$ cat src/design/stub_pkg.sv
`default_nettype none

package stub_pkg;

    ////////////////////////////////////////////////////////////
    // Lane count and word widths
    ////////////////////////////////////////////////////////////

    localparam int NUM_LANES = 8;                   // Capture lanes, also counter lanes

    localparam int STUB_W = 36;                     // Full stub word on the link
    localparam int DATA_W = 32;                     // Payload kept in the buffer
    localparam int TAG_W  = STUB_W - DATA_W;        // Upper bits, not stored

    ////////////////////////////////////////////////////////////
    // Capture buffer geometry
    ////////////////////////////////////////////////////////////

    localparam int BUF_DEPTH = 256;                 // Words per lane buffer
    localparam int PTR_W     = 8;                   // log2 of BUF_DEPTH

    // Read-address counters and pending counts share this width
    localparam int RD_ADDR_W = 6;

    ////////////////////////////////////////////////////////////
    // Types
    ////////////////////////////////////////////////////////////

    // One stub word as it arrives, all zero means no stub
    typedef struct packed {
        logic [TAG_W-1:0]  tag;                     // Top nibble, dropped on capture
        logic [DATA_W-1:0] payload;                 // Low 32 bits, stored
    } stub_t;

    typedef logic [PTR_W-1:0] ptr_t;                // Buffer word address

    typedef logic [RD_ADDR_W-1:0] rd_addr_t;        // Read address or pending count

endpackage : stub_pkg

`default_nettype wire
$ cat src/design/read_address_gen.sv
`timescale 1ns/1ps
`default_nettype none

module read_address_gen (
    input  wire logic               clk,
    input  wire logic               rst_n,
    input  wire stub_pkg::rd_addr_t stub_count [stub_pkg::NUM_LANES],  // Pending stubs per lane
    output stub_pkg::rd_addr_t      read_addr  [stub_pkg::NUM_LANES]   // Next fetch address
);

    ////////////////////////////////////////////////////////////
    // Counters
    ////////////////////////////////////////////////////////////

    // All ones at reset, first advance gives address 0
    always_ff @(posedge clk) begin
        if (!rst_n) begin
            for (int i = 0; i < stub_pkg::NUM_LANES; i++) begin
                read_addr[i] <= '1;
            end
        end else begin
            for (int i = 0; i < stub_pkg::NUM_LANES; i++) begin
                if (stub_count[i] != '0) begin
                    read_addr[i] <= read_addr[i] + 1'b1;   // Wraps 63 to 0
                end
            end
        end
    end

    ////////////////////////////////////////////////////////////
    // Checks
    ////////////////////////////////////////////////////////////

    genvar g;
    for (g = 0; g < stub_pkg::NUM_LANES; g++) begin : g_chk
        // Idle lane keeps its address
        a_hold: assert property (
            @(posedge clk) disable iff (!rst_n)
            (stub_count[g] == '0) |=> $stable(read_addr[g])
        ) else $error("read_address_gen: lane %0d moved with zero count", g);
    end

endmodule : read_address_gen

`default_nettype wire

$ cat config.mk
export PLATFORM = sky130hd
export DESIGN_NAME = read_address_gen
export DESIGN_NICKNAME = d
export VERILOG_FILES = /design/src/design/stub_pkg.sv /design/src/design/read_address_gen.sv
export SDC_FILE = /design/constraint.sdc
export NUM_CORES = 1
export LEC_CHECK = 0
export ABC_CLOCK_PERIOD_IN_PS = 1600
export BUFFER_PORTS_ARGS = -buffer_cell sky130_fd_sc_hd__buf_2
export CAP_MARGIN = 25
export CELL_PAD_IN_SITES_DETAIL_PLACEMENT = 1
export CELL_PAD_IN_SITES_GLOBAL_PLACEMENT = 1
export CORE_ASPECT_RATIO = 1.25
export CORE_MARGIN = 10
export CORE_UTILIZATION = 34
export CTS_BUF_LIST = sky130_fd_sc_hd__clkbuf_16
export CTS_CLUSTER_SIZE = 16
export DETAILED_ROUTE_END_ITERATION = 12
export GPL_TIMING_DRIVEN = 0
export PLACE_DENSITY_LB_ADDON = 0.1
export SLEW_MARGIN = 20
export SYNTH_ARGS = -nofsm -noshare
export SYNTH_HDL_FRONTEND = slang
export SYNTH_SLANG_ARGS = --single-unit
$ cat constraint.sdc
create_clock -name clk -period 1.6 [get_ports clk]
set_input_delay 0.24 -clock clk [delete_from_list [all_inputs] [get_ports clk]]
set_output_delay 0.24 -clock clk [all_outputs]
set_load 0.05 [all_outputs]
Yosys cells after proc, flatten, opt, wreduce, memory -nomap -nowiden
Index checks and enable logic that the tools add are counted.
Operators by class
  $add $sub $neg: 8
  reductions and logical operators: 8
Operators with widths (number)
  6-bit by 1-bit adder with 6-bit output (second input constant): 8
  6-bit nonzero test: 8
Storage, ports and cells
  register bits: 48
  output and inout port bits: 48

Depth between registers and ports, before layout
  word-level depth: 1
  depth in mapped cells: 5
  depth with buffers taken out: 5

Worst setup path after synthesis
No wires, ideal clock.
  kind: register to register
  start point: reg read_addr[6] (netlist name)
  end point: reg read_addr[11] (netlist name)
  path slack: 0.100 ns
  arrival: 1.379 ns
  cell stages (with the launch flop): 4
  path through: dfxtp_1 -> nand3_1 -> nor3b_2 -> mux2_4
Between the ends
  cells in the longest elaborated chain, start to end: 1
RTL lines
  from (decl): RTL line read_address_gen.sv:8  | output stub_pkg::rd_addr_t read_addr [stub_pkg::NUM_LANES]
  from (signal, indexed assignment): RTL line read_address_gen.sv:24  | read_addr[i] <= read_addr[i] + 1'b1;
  6-bit by 1-bit adder with 6-bit output: RTL line read_address_gen.sv:24
Every way passes these cells.
A chain may end at the register's enable or synchronous reset.

Worst setup path in the final report
  start point: reg read_addr[20] (netlist name)
  end point: out read_addr[20] (netlist name)
No word-level cell between the ends.

==> insert_results.sql <==
INSERT INTO impl_metrics (metric_group, metric, value, unit) VALUES
('placement', 'routabilityCongestion', '0.744', ''),
('die', 'boundaryPins', '98', ''),
('pwr', 'power_density', '1590', 'nW/um^2'),
('clock_network', 'clock_tree_root_driver_cell', 'sky130_fd_sc_hd__clkbuf_16', ''),
('timing', 'hold_slack', '292', 'ps'),
('layout', 'commonest_non_fill_non_tap_cells_in_the_layout', '97 x sky130_fd_sc_hd__buf_2, 56 x sky130_fd_sc_hd__nand2_1, 48 x sky130_fd_sc_hd__dfxtp_1', ''),
('timing', 'final_hold_viol_count', '0', ''),
('global_routing', 'first_global_vias', '2257', ''),
('global_routing', 'grt_antenna_before_repair', '0', ''),
('clock_network', 'clk_pin_slew_worst_paths', '60', 'ps'),
('worst_setup_path', 'reg2regPathDepth', '5', ''),
('detailed_routing', 'drt_first_iter_violations', '50', ''),
('worst_setup_path', 'cp-startpoint', 'read_addr[20]$_SDFFE_PN1P_', ''),
('worst_setup_path', 'slowest_delay', '430', 'ps'),
('layout', 'final_common_cell', 'sky130_fd_sc_hd__buf_2', ''),
('die', 'die_ar', '10400', 'sq um'),
('die', 'effective_utilization_at_floorplan', '34.9', '%'),
('pwr', 'static-leakage-power', '1.32', 'nW'),
('layout', 'layout-drive-gt1-share', '33.6', '%'),
('pwr', 'totalPowerFinal', '4.78', 'mW'),
('synthesis', 'synth_seq_area_share', '42.2', '%'),
('layout', 'largest_register_ff_count', '48', ''),
('synthesis', 'syn_inst', '253', ''),
('placement', 'portBuffers', '97', ''),
('timing', 'timing.final.ws_setup', '344', 'ps'),
('die', 'die-height', '112', 'microns'),
('layout', 'regMostFlops', 'read_addr', ''),
('placement', 'dp_hpwl', '5130', 'microns'),
('worst_setup_path', 'worst-setup-path-type', 'flop to primary output', ''),
('run', 'drv_cap', '0', ''),
('synthesis', 'synth_nets', '311', ''),
('detailed_routing', 'drt_pass1_iterations', '4', ''),
('layout', 'reg_top3', 'read_addr: 48 flops', ''),
('synthesis', 'yosys_reg_bits', '48', ''),
('worst_setup_path', 'critical_path.top_delay_family', 'flip-flops', ''),
('timing', 'setup-violations-final', '0', ''),
('timing', 'final_max_slew_viol_count', '0', ''),
('timing', 'slew_headroom', '62.5', '%'),
('clock_network', 'htreeDepth', '2', ''),
('worst_setup_path', 'critical_path_start_type', 'flop', ''),
('worst_hold_path', 'hold_path_depth', '4', ''),
('worst_setup_path', 'worst-path-max-fanout', '5', ''),
('clock_network', 'post_cts_resized', '0', ''),
('detailed_routing', 'total_wirelength', '6210', 'microns'),
('worst_hold_path', 'hold_path_startpoint', 'stub_count[8]', ''),
('placement', 'detailedPlace.worstSlack', '-8.33', 'ps'),
('detailed_routing', 'routed_wire_length_per_instance', '14.0', 'microns'),
('clock_network', 'insertion_delay', '280', 'ps'),
('global_routing', 'grt_pass1_wl', '10500', 'microns'),
('synthesis', 'post_synth.cell_area_avg', '9.01', 'sq um'),
('worst_setup_path', 'crit-reg2reg-launch', 'read_addr[36]$_SDFFE_PN1P_', ''),
('synthesis', 'netlist_area', '2280', 'sq um'),
('synthesis', 'yosysWarnings', '0', ''),
('clock_network', 'tritoncts', 'built', ''),
('timing', 'transition_at_the_pin_with_the_smallest_max_transition_slack', '557', 'ps'),
('layout', 'synthToLayoutAreaGrowth', '32.0', '%'),
('detailed_routing', 'routed-via-count', '2159', ''),
('worst_setup_path', 'ordered_cell_list_for_the_critical_path', 'buf_2', ''),
('pwr', 'vdd_drop_max', '0.693', 'mV'),
('worst_setup_path', 'slowest_stage', 'sky130_fd_sc_hd__dfxtp_1', ''),
('worst_setup_path', 'worstPathArrival', '1020', 'ps'),
('clock_network', 'clkSinkCount', '48', ''),
('clock_network', 'ctsLongestPathBuffers', '2', ''),
('clock_network', 'clock_buffers_created_by_tritoncts', '5', ''),
('worst_setup_path', 'timing.critical_path.depth', '1', ''),
('run_status', 'status', 'finished clean', ''),
('layout', 'final_core_util', '46.1', '%'),
('timing', 'final.min_clock_period', '1260', 'ps'),
('timing', 'achievable-frequency', '796', 'MHz'),
('die', 'std_cell_rows', '33', ''),
('detailed_routing', 'ant_nets', '0', '');
synthesized netlist by cell type:
cell type	n	share of area [%]
sky130_fd_sc_hd__nand4_1	5	1.4
sky130_fd_sc_hd__nand2b_1	3	0.82
sky130_fd_sc_hd__nand2_1	56	9.2
sky130_fd_sc_hd__nor4_4	3	2.8
sky130_fd_sc_hd__a211oi_1	5	1.6
sky130_fd_sc_hd__a21boi_0	8	2.6
sky130_fd_sc_hd__xnor2_1	37	14
sky130_fd_sc_hd__dfxtp_1	48	42
sky130_fd_sc_hd__nand3_1	32	7.0
sky130_fd_sc_hd__mux2_4	3	2.0
sky130_fd_sc_hd__nor3b_2	3	1.6
sky130_fd_sc_hd__nor2_1	8	1.3
sky130_fd_sc_hd__inv_1	5	0.82
sky130_fd_sc_hd__buf_1	1	0.16
sky130_fd_sc_hd__nor4_2	5	2.7
sky130_fd_sc_hd__nand2_2	3	0.82
sky130_fd_sc_hd__ha_1	8	4.4
sky130_fd_sc_hd__a21oi_1	16	3.5
sky130_fd_sc_hd__clkbuf_1	4	0.66
report_power, final:
part | internal [mW] | switching (mW)
clock | 0.561 | 0.406
sequential | 1.46 | 0.268
combinational | 0.678 | 1.41
total | 2.70 | 2.08
through the flow:
stage	instances	TNS [ps]	cell area [sq um]
floorplan	253	0	2280
global placement	437	-58.6	2870
detailed placement	437	-12.6	2870
CTS	444	0	3010
global route	444	0	3010
finish	444	0	3010
logic make-up after synthesis:
logic type      Yosys count  synth area share [%]
simple gates            118                  27.8
flops                    48                  42.2
xor+xnor                 37                  14.2
compound gates           29                  7.80
buf+inv                  10                  1.65
fa+ha+maj                 8                  4.39
mux                       3                  1.98
final cells by class:
| type | instances | area [sq um] | share of cell area, % |
|---|---|---|---|
| Sequential cell | 48 | 961 | 32.0 |
| Clock inverter | 2 | 8.76 | 0.291 |
| Timing Repair Buffer | 97 | 485 | 16.1 |
| Inverter | 5 | 18.8 | 0.624 |
| Multi-Input combinational cell | 195 | 1280 | 42.6 |
| Clock buffer | 5 | 125 | 4.16 |
| Buffer | 5 | 18.8 | 0.624 |
| Tap cell | 87 | 109 | 3.62 |
layer usage:
| metal | part of all wire (%) | track usage, % |
|---|---|---|
| met1 | 41 | 12.7 |
| met5 | 0 | 0 |
| met3 | 9.2 | 5.51 |
| met2 | 50 | 20.2 |
| met4 | 0.55 | 3.09 |
path summary, 6_finish.rpt:
path	end	slack, ps
hold reg to reg	read_addr[29]$_SDFFE_PN1P_	500
hold / removal	read_addr[7]$_SDFFE_PN1P_	290
setup reg to reg	read_addr[40]$_SDFFE_PN1P_	390
setup / recovery	read_addr[20]	340
(Power assumes the default switching activity.)
