## src/design/stub_pkg.sv

```systemverilog
`default_nettype none

package stub_pkg;

    ////////////////////////////////////////////////////////////
    // Lane count and word widths
    ////////////////////////////////////////////////////////////

    localparam int NUM_LANES = 8;                   // Capture lanes, also counter lanes

    localparam int STUB_W = 36;                     // Full stub word on the link
    localparam int DATA_W = 32;                     // Payload kept in the buffer
    localparam int TAG_W  = STUB_W - DATA_W;        // Upper bits, not stored

    ////////////////////////////////////////////////////////////
    // Capture buffer geometry
    ////////////////////////////////////////////////////////////

    localparam int BUF_DEPTH = 256;                 // Words per lane buffer
    localparam int PTR_W     = 8;                   // log2 of BUF_DEPTH

    // Read-address counters and pending counts share this width
    localparam int RD_ADDR_W = 6;

    ////////////////////////////////////////////////////////////
    // Types
    ////////////////////////////////////////////////////////////

    // One stub word as it arrives, all zero means no stub
    typedef struct packed {
        logic [TAG_W-1:0]  tag;                     // Top nibble, dropped on capture
        logic [DATA_W-1:0] payload;                 // Low 32 bits, stored
    } stub_t;

    typedef logic [PTR_W-1:0] ptr_t;                // Buffer word address

    typedef logic [RD_ADDR_W-1:0] rd_addr_t;        // Read address or pending count

endpackage : stub_pkg

`default_nettype wire
```

## src/design/io_bus_pkg.sv

```systemverilog
`default_nettype none

package io_bus_pkg;

    localparam int IO_ADDR_W  = 16;                 // Address bits left after upstream decode
    localparam int IO_DATA_W  = 32;                 // Readback data width
    localparam int LANE_SEL_W = 6;                  // Lane field, wider than the lane count

    // Bits above lane select are not decoded here
    localparam int RSVD_W = IO_ADDR_W - LANE_SEL_W - stub_pkg::PTR_W;

    ////////////////////////////////////////////////////////////
    // Address and bus structs
    ////////////////////////////////////////////////////////////

    typedef struct packed {
        logic [RSVD_W-1:0]     rsvd;                // Ignored
        logic [LANE_SEL_W-1:0] lane;                // Which capture buffer
        stub_pkg::ptr_t        word;                // Word inside that buffer
    } io_addr_t;

    typedef struct packed {
        logic     sel;                              // Block selected
        logic     sync;                             // Start of access
        logic     rd_en;                            // Read access
        io_addr_t addr;
    } io_req_t;

    typedef struct packed {
        logic                 ack;                  // Data valid this cycle
        logic [IO_DATA_W-1:0] data;
    } io_rsp_t;

endpackage : io_bus_pkg

`default_nettype wire

```

## src/design/io_readback.sv

```systemverilog
`timescale 1ns/1ps
`default_nettype none

module io_readback (
    input  wire logic                        clk,
    input  wire logic                        rst_n,
    input  wire io_bus_pkg::io_req_t         io_req,
    output stub_pkg::ptr_t                   rd_ptr,                         // To every lane
    input  wire logic [stub_pkg::DATA_W-1:0] lane_data [stub_pkg::NUM_LANES], // From the lanes
    output io_bus_pkg::io_rsp_t              io_rsp
);

    ////////////////////////////////////////////////////////////
    // Request decode
    ////////////////////////////////////////////////////////////

    logic                              req_hit;         // Read request this cycle
    logic                              req_d1;          // Request one cycle old
    logic [io_bus_pkg::LANE_SEL_W-1:0] lane_d1;         // Lane select aligned to lane data
    logic [stub_pkg::DATA_W-1:0]       sel_word;        // Mux output, zero for no lane
    logic                              ack_q;
    logic [io_bus_pkg::IO_DATA_W-1:0]  data_q;

    assign req_hit = io_req.sel & io_req.sync & io_req.rd_en;   // All three needed
    assign rd_ptr  = io_req.addr.word;                  // Lanes start their read now

    ////////////////////////////////////////////////////////////
    // Stage 1, wait for the lane read port
    ////////////////////////////////////////////////////////////

    always_ff @(posedge clk) begin
        if (!rst_n) begin
            req_d1 <= 1'b0;
        end else begin
            req_d1 <= req_hit;
        end
    end

    always_ff @(posedge clk) begin
        lane_d1 <= io_req.addr.lane;                    // Select travels with its request
    end

    // Selects of NUM_LANES and above match nothing and read zero
    always_comb begin
        sel_word = '0;
        for (int i = 0; i < stub_pkg::NUM_LANES; i++) begin
            if (int'(lane_d1) == i) begin
                sel_word = lane_data[i];
            end
        end
    end

    ////////////////////////////////////////////////////////////
    // Stage 2, response register
    ////////////////////////////////////////////////////////////

    always_ff @(posedge clk) begin
        if (!rst_n) begin
            ack_q <= 1'b0;
        end else begin
            ack_q <= req_d1;                            // Two cycles after the request
        end
    end

    always_ff @(posedge clk) begin
        data_q <= sel_word;                             // Only meaningful with ack
    end

    assign io_rsp.ack  = ack_q;
    assign io_rsp.data = data_q;

    ////////////////////////////////////////////////////////////
    // Checks
    ////////////////////////////////////////////////////////////

    // Every ack belongs to a request two cycles back
    a_ack_src: assert property (
        @(posedge clk) disable iff (!rst_n)
        io_rsp.ack |-> $past(req_hit, 2)
    ) else $error("io_readback: ack without a request two cycles earlier");

endmodule : io_readback

`default_nettype wire

```

## config.mk

```make
export PLATFORM = sky130hd
export DESIGN_NAME = io_readback
export DESIGN_NICKNAME = d
export VERILOG_FILES = /design/src/design/stub_pkg.sv /design/src/design/io_bus_pkg.sv /design/src/design/io_readback.sv
export SDC_FILE = /design/constraint.sdc
export NUM_CORES = 1
export LEC_CHECK = 0
export BUFFER_PORTS_ARGS = -buffer_cell sky130_fd_sc_hd__buf_2
export CAP_MARGIN = 30
export CORE_AREA = 2 2 124 126
export DETAILED_ROUTE_END_ITERATION = 6
export DIE_AREA = 0 0 126 128
export HOLD_SLACK_MARGIN = 0.1
export SKIP_LAST_GASP = 1
export SYNTH_ARGS = -nofsm -noshare
export SYNTH_HDL_FRONTEND = slang
export SYNTH_SLANG_ARGS = --single-unit
```

## constraint.sdc

```tcl
create_clock -name clk -period 2.91 [get_ports clk]
set_clock_uncertainty 0.05 [all_clocks]
set_input_delay 0.7275 -clock clk [delete_from_list [all_inputs] [get_ports clk]]
set_output_delay 0.7275 -clock clk [all_outputs]
set_load 0.01 [all_outputs]
```

* After elaboration in Yosys (flattened, before gate mapping)
Index checks and enable logic that the tools add are counted.
Word-level totals: register bits 40, latch bits 0, bits in writable memories 0, memory bits (read-only) 0, output and inout bits 41, memories kept 0
Operators by class: add/subtract/negate cells 0, $mul 0, div/mod/pow operators 0, order comparisons 0, equal/unequal tests 7, shift-type cells 0, muxes and demuxes 8, bitwise gates (word level) 2, reductions and logical operators 1
Operator list (count):
- 32-bit two-way mux | 8
- 6-bit by 4-bit == test with 1-bit output, second input constant | 4
- 6-bit by 3-bit == test with 1-bit output, second input constant | 2
- 6-bit by 2-bit == test with 1-bit output, second input constant | 1
- 6-bit logical NOT | 1
- 1-bit AND | 2

* Depth between registers and ports, before layout
Gate-level depths: netlist (run 1).
word-level depth 9, mapped depth 7, mapped depth without buffers 4

* Worst setup path before layout (run 1)
Ideal clock, no wire load.
path kind reg2reg, from register lane_d1[2] (netlist bit), to register data_q[30] (netlist bit), library setup time 0.078 ns, data arrival time 1.555 ns, required time 2.782 ns, setup slack 1.227 ns, cell stages (with the launch flop) 6, buffers on the path 2, period minus slack after synthesis 1.683 ns, cells stage by stage dfxtp_1 buf_6 or4_4 buf_6 a2111o_1 a32oi_1
On the way: word-level cells in the longest chain between the ends 9, elaborated cells between the ends (all ways) 16
RTL lines:
- start, declared | RTL line io_readback.sv:19 | logic [io_bus_pkg::LANE_SEL_W-1:0] lane_d1;
- start signal, assigned | RTL line io_readback.sv:40 | lane_d1 <= io_req.addr.lane;
- 6-bit logical NOT | RTL line io_readback.sv:47 | if (int'(lane_d1) == i) begin
- 32-bit two-way mux (7 in a row) | RTL line io_readback.sv:47
- 32-bit two-way mux (*) | RTL line io_readback.sv:47
- net sel_word (one bit) | RTL line io_readback.sv:20 | logic [stub_pkg::DATA_W-1:0] sel_word;
- end signal, assigned | RTL line io_readback.sv:66 | data_q <= sel_word;
- end, declared | RTL line io_readback.sv:22 | logic [io_bus_pkg::IO_DATA_W-1:0] data_q;
The timed path passes the listed nets; every way through them passes the cells marked *. A chain may end at the register's enable or synchronous reset.

* Worst setup path after layout (run 1)
from register lane_d1[1] (netlist bit), to register data_q[7] (netlist bit)
Same word-level chain as after synthesis.

==> results.md, run 1 <==
* Status: finished, final reports clean
* Pre-antenna DRT Iters at 4
* Peak supply drop at about 0.00027 V
* Gate Count Post-Synth at approximately 390
* Largest net degree at the start of global routing at 37
* Post-CTS resize count at 0
* Die H at roughly 130 um
* Min cycle time layout at ~2.1 ns
* Hold_buf cts at 0
* TritonCTS clock tree: done
* Critical path class: register to register
* Final hold violations at 0
* Most frequent cells in the layout: buf_2 (299), dfxtp_1 (38), nand2b_1 (32), mux2_2 (32), nand2_1 (32)
* Placed standard-cell area at between 0.004 and 0.005 mm2
* Final Non-Filler Cells at 853
* DR vias/cell at 4.91
* Commonest non-fill, non-tap cell in the layout: buf_2
* Global Route Usage Sum at 0.174
* TNS Setup at 0 ns
* Post-CTS Setup Bufs at 0
* Worst Path Required at approximately 3 ns
* Rel. slew slack at 0.459
* Met3 usage at 0.0426
* Post-synth top area cell: dfxtp_1
* Worst path cell trace: buf_4 -> nand4bb_1 -> or2_2 -> o22ai_1 -> a31oi_1
* Area delta synth->final at 57.0%
* Top-area cell type share of the netlist area at 0.254
* Ys Warns at 0
* Max Fanout on Critical Path at 36
* Initial core utilization at 0.212
* # Max-Cap Violations at 0
* Post-synthesis sequential area ratio at 0.254
* Highest clock rate at ~470 MHz
* Vias in the first global route at approximately 4100
* Pleak at about 2.3 nW
* Synthesized area at 0.00315 mm2
* Inserted Clock Buffers at 5
* Share of layout cells above drive strength 1 at 0.590
* Die area at approximately 0.016 mm2
* Post-DP HPWL at 11.3 mm
* DR iter-0 viols at 163
* Critical Path AT at 2.24 ns
* GR Util met1 at 0.202
* Worst-Margin Slew at around 0.8 ns
* Final nets at 940
* Final period utilization at 0.736
* Worst setup EP type: register
* Vias at about 4200
* Die Wd at roughly 130 um
* Core Footprint at around 0.015 mm2
* GR Util met2 at 0.312
* Hold Worst Slack at about 0.4 ns
* Routed WL at between 10 and 15 mm
* H-Tree Depth at 2
* Final Util at 0.332
* Overflow after GRT at 0
* Worst setup SP type: register
* CTS sink count at 40
* Synth Area per Inst at 8.03 um2
* Max clock buf depth at 2
* FF+latch count, synth at 40
* Fillcell total at ~1600
* Placed insts at 844
* Worst skew pair latency at 0.29 ns
* First-pass GRT wire length at roughly 22 mm
* RSZ-0062 raised after global routing: false
* Placer congestion estimate at ~0.8
* R2r setup slk at 0.77 ns
* Design area at around 0.0049 mm2
* Clk root buf: clkbuf_16
* Pwr dens at between 300 and 400 mW/mm2
* Top cells by area, synth: dfxtp_1 (25%), mux2_2 (11%), o221ai_1 (8.6%)
* WL/cell at 17.5 um
* Synth unique cells at 32
* Critical path's slowest cell: or2_2
* Drt drc at 0
* Initial antenna violation count at 1
* # rows at 45
* Final setup viols at 0
* Post-route ant nets at 0
* Clk slew on worst S/H paths at around 0.060 ns
* Top Ports at between 300 and 400
* PortBufs at 299
* Top Usage Layer GRT: met2
* Max incr delay on CP at 0.63 ns
* Syn nets at between 600 and 700
* Max Slew Vio Count at 0
* Hold Path Class: register to register
==> cells in the mapped netlist, drive strengths merged <==
cell type  count
a2111o         1
a211oi         1
a21oi         31
a31oi         31
a32oi          1
and2           1
and4           1
buf           19
clkbuf        30
dfxtp         40
inv           17
mux2          32
mux2i          1
nand2         32
nand2b        33
nand4bb        1
nor2           2
nor2b          1
nor3           2
nor3b          1
nor4b          1
o211ai        16
o21ai         32
o221ai        31
o22ai         31
or2            2
or4            1
==> metrics by stage <==
| stage | worst slack, ns | power, mW |
|---|---|---|
| after detailed placement | 0.802 | 1.00 |
| after global placement | 0.808 | 1.00 |
| after floorplan | 1.23 | 0.774 |
| after CTS | 0.787 | 1.73 |
| after global routing | 0.656 | 1.79 |
| final | 0.768 | 1.69 |
==> worst max-delay path, delay by kind of cell, from the launching register on <==
family | cells | cell delay [ns]
buf+inv | 1 | 0.32
compound gates | 2 | 0.43
flops | 1 | 0.34
simple gates | 2 | 0.85
==> registers in the layout, summed over array words and instances (netlist names) <==
| signal | count |
|---|---|
| data_q | 32 |
| ack_q | 1 |
| req_d1 | 1 |
| lane_d1 | 6 |
==> layout make-up <==
type                            count  area (um2)  area share
Multi-Input combinational cell    286        2040       0.412
Antenna cell                        1        2.50    0.000506
Clock inverter                      1        30.0     0.00608
Tap cell                          188         235      0.0476
Inverter                           17        63.8      0.0129
Clock buffer                        7         153      0.0309
Timing Repair Buffer              313        1610       0.327
Sequential cell                    40         806       0.163
==> layer usage <==
metal  vias up  share of wire
li1       2029              -
met1      1892           0.39
met2       246           0.49
met3        20          0.091
met4         0          0.020
met5         -              0
==> power by group <==
part	internal (mW)	total [mW]	switching [mW]
Clock	0.453	0.700	0.247
Sequential	0.573	0.585	0.0118
Combinational	0.221	0.409	0.187
Total	1.25	1.69	0.447
==> cells by family (layout without fill, tap and decap cells) <==
group,Yosys count,in the layout,share of synthesized area
buffers and inverters,66,338,0.103
other,0,1,0
AOI/OAI and AO/OA,175,175,0.392
and+or+nand+nor,78,78,0.132
DFF,40,40,0.254
muxes,33,33,0.118
==> final timing paths <==
check | start | to | depth (start not counted)
max | lane_d1[1]$_DFF_P_ | data_q[7]$_DFF_P_ | 5
min | req_d1$_SDFF_PN0_ | ack_q$_SDFF_PN0_ | 1
max reg2reg | lane_d1[1]$_DFF_P_ | data_q[7]$_DFF_P_ | 5
min reg2reg | req_d1$_SDFF_PN0_ | ack_q$_SDFF_PN0_ | 1
No activity file was read; power rests on OpenSTA's default activity.
==> run 2: changes to the inputs <==
==> constraint.sdc (replaced) <==
create_clock -name clk -period 1.9 [get_ports clk]
set_clock_uncertainty 0.05 [all_clocks]
set_input_delay 0.475 -clock clk [delete_from_list [all_inputs] [get_ports clk]]
set_output_delay 0.475 -clock clk [all_outputs]
set_load 0.01 [all_outputs]
==> results.md, run 2 (synthesized netlist as in run 1, its figures left out) <==
* Placer congestion estimate at 0.852 (+4.7%)
* Die H at 128 um (unchanged)
* Core Footprint at 0.0149 mm2 (unchanged)
* RSZ-0062 raised after global routing: false
* Peak supply drop at 0.000253 V (-6.6%)
* Pre-antenna DRT Iters at 4 (unchanged)
* Initial antenna violation count at 0 (-1)
* TNS Setup at 0 ns (unchanged)
* Drt drc at 0 (unchanged)
* Share of layout cells above drive strength 1 at 0.596 (+0.00608)
* Overflow after GRT at 0 (unchanged)
* Clock power share at 0.412 (about the same)
* Global Route Usage Sum at 0.174 (about the same)
* First-pass GRT wire length at 21.8 mm (about the same)
* Final setup viols at 0 (unchanged)
* Clk slew on worst S/H paths at 0.07 ns (about the same)
* Inserted Clock Buffers at 5 (unchanged)
* Rel. slew slack at 0.680 (+0.221)
* Final nets at 950 (+1.1%)
* Pwr dens at 515 mW/mm2 (+50%)
* DR iter-0 viols at 195 (+20%)
* Critical Path AT at 1.94 ns (-0.30 ns)
* # Max-Cap Violations at 0 (unchanged)
* R2r setup slk at 0.12 ns (-0.65 ns)
* Worst setup SP type: register
* Max reg flops at 32 (unchanged)
* Final Util at 0.340 (+0.00741)
* Die area at 0.0161 mm2 (unchanged)
* Top reg by flops: data_q
* DR vias/cell at 4.93 (+0.37%)
* Commonest non-fill, non-tap cell in the layout: buf_2
* Worst-Margin Slew at 0.480 ns (-0.331 ns)
* Initial core utilization at 0.212 (unchanged)
* Combinational Power Share at 0.244 (+0.003)
* Top Ports at 318 (unchanged)
* Internal power at 1.92 mW (+54%)
* Max Fanout on Critical Path at 13 (-64%)
* Post-route ant nets at 0 (unchanged)
* Max Slew Vio Count at 0 (unchanged)
* H-Tree Depth at 2 (unchanged)
* Max clock buf depth at 2 (unchanged)
* CTS sink count at 40 (unchanged)
* Highest clock rate at 562 MHz (+20%)
* Worst setup EP type: register
* Routed WL at 14.9 mm (-0.11%)
* WL/cell at 17.3 um (-1.1%)
* TritonCTS clock tree: done
* Vias in the first global route at 4197 (+2.2%)
* Biggest regs: data_q (32), lane_d1 (6)
* Fillcell total at 1621 (-1.4%)
* # rows at 45 (unchanged)
* Sw Ratio at 0.263 (-0.000454)
* Worst skew pair latency at 0.29 ns (about the same)
* Worst path cell trace: or4_4 -> buf_12 -> a21oi_2 -> o221ai_1 -> a31oi_1
* Vias at 4247 (+1.4%)
* Final period utilization at 0.937 (+0.201)
* Max incr delay on CP at 0.64 ns (about the same)
* Final hold violations at 0 (unchanged)
* Min cycle time layout at 1.78 ns (-0.363 ns)
* Post-CTS resize count at 0 (unchanged)
* Pleak at 2.33 nW (+2.7%)
* Seq pwr share at 0.344 (about the same)
* Tot Pwr at 2.60 mW (+54%)
* PortBufs at 299 (unchanged)
* Largest net degree at the start of global routing at 36 (-2.7%)
* Post-CTS Setup Bufs at 0 (unchanged)
* Critical path class: register to register
* Hold Path Class: input port to register
* Most frequent cells in the layout: buf_2 (299), dfxtp_1 (38), nand2b_1 (32), mux2_2 (32), nand2_1 (32)
* Clk root buf: clkbuf_16
* Area delta synth->final at 60.5%
* Post-DP HPWL at 11.7 mm (+3.5%)
* Hold_buf cts at 0 (unchanged)
* CP Buf/Inv Count at 1 (unchanged)
* Net switching power at 0.685 mW (+53%)
* Die Wd at 126 um (unchanged)
* Status: finished, final reports clean
* Worst Path Required at 2.06 ns (-0.95 ns)
* Critical path's slowest cell: or4_4
* ANT cells at 0 (-1)
* Cell family with most CP delay: simple AND/OR/NAND/NOR gates
## run 2: final cells by class
class	instances	area (um2)	share of cell area
Multi-Input combinational cell	286	2040	0.403
Timing Repair Buffer	323	1730	0.342
Sequential cell	40	806	0.160
Tap cell	188	235	0.0466
Clock buffer	7	153	0.0302
Inverter	17	63.8	0.0126
Clock inverter	1	30.0	0.00595
## run 2: worst paths after layout
kind | startpoint | end | cells after the start
hold reg to reg | req_d1$_SDFF_PN0_ | ack_q$_SDFF_PN0_ | 1
setup / recovery | lane_d1[3]$_DFF_P_ | data_q[10]$_DFF_P_ | 5
setup reg to reg | lane_d1[3]$_DFF_P_ | data_q[10]$_DFF_P_ | 5
hold / removal | io_req[11] | lane_d1[3]$_DFF_P_ | 1
## run 2: metal layers
| layer | wire [um] | global-route usage | vias to the layer above |
|---|---|---|---|
| li1 | - | - | 2048 |
| met1 | 5800 | 0.199 | 1912 |
| met2 | 7490 | 0.316 | 251 |
| met3 | 1270 | 0.0413 | 36 |
| met4 | 384 | 0.0621 | 0 |
| met5 | 0 | 0 | - |
## run 2: through the flow
step | hold WS (ns) | instance area [um2] | setup slack (ns) | cells
2_1_floorplan | 0.362 | 3150 | 0.217 | 392
3_5_place_dp | 0.382 | 4870 | 0.137 | 854
3_3_place_gp | 0.377 | 4870 | 0.143 | 854
4_1_cts | 0.220 | 5050 | 0.131 | 862
5_1_grt | 0.218 | 5050 | 0.0428 | 862
6_report | 0.233 | 5050 | 0.120 | 862
## run 2: power by group through the flow
stage / registers, mW / clock network, mW / logic [mW]
2_1_floorplan: 0.929 / 0 / 0.258
3_3_place_gp: 0.914 / 0 / 0.629
3_5_place_dp: 0.914 / 0 / 0.632
4_1_cts: 0.895 / 1.11 / 0.635
5_1_grt: 0.899 / 1.14 / 0.693
6_report: 0.895 / 1.07 / 0.635
## run 2: worst register-to-register path, delay by kind of cell, from the launching register on
| kind | cells | cell delay, ns |
|---|---|---|
| AO/OA/AOI/OAI | 3 | 0.45 |
| buffers and inverters | 1 | 0.20 |
| flip-flops | 1 | 0.35 |
| AND/OR/NAND/NOR | 1 | 0.64 |
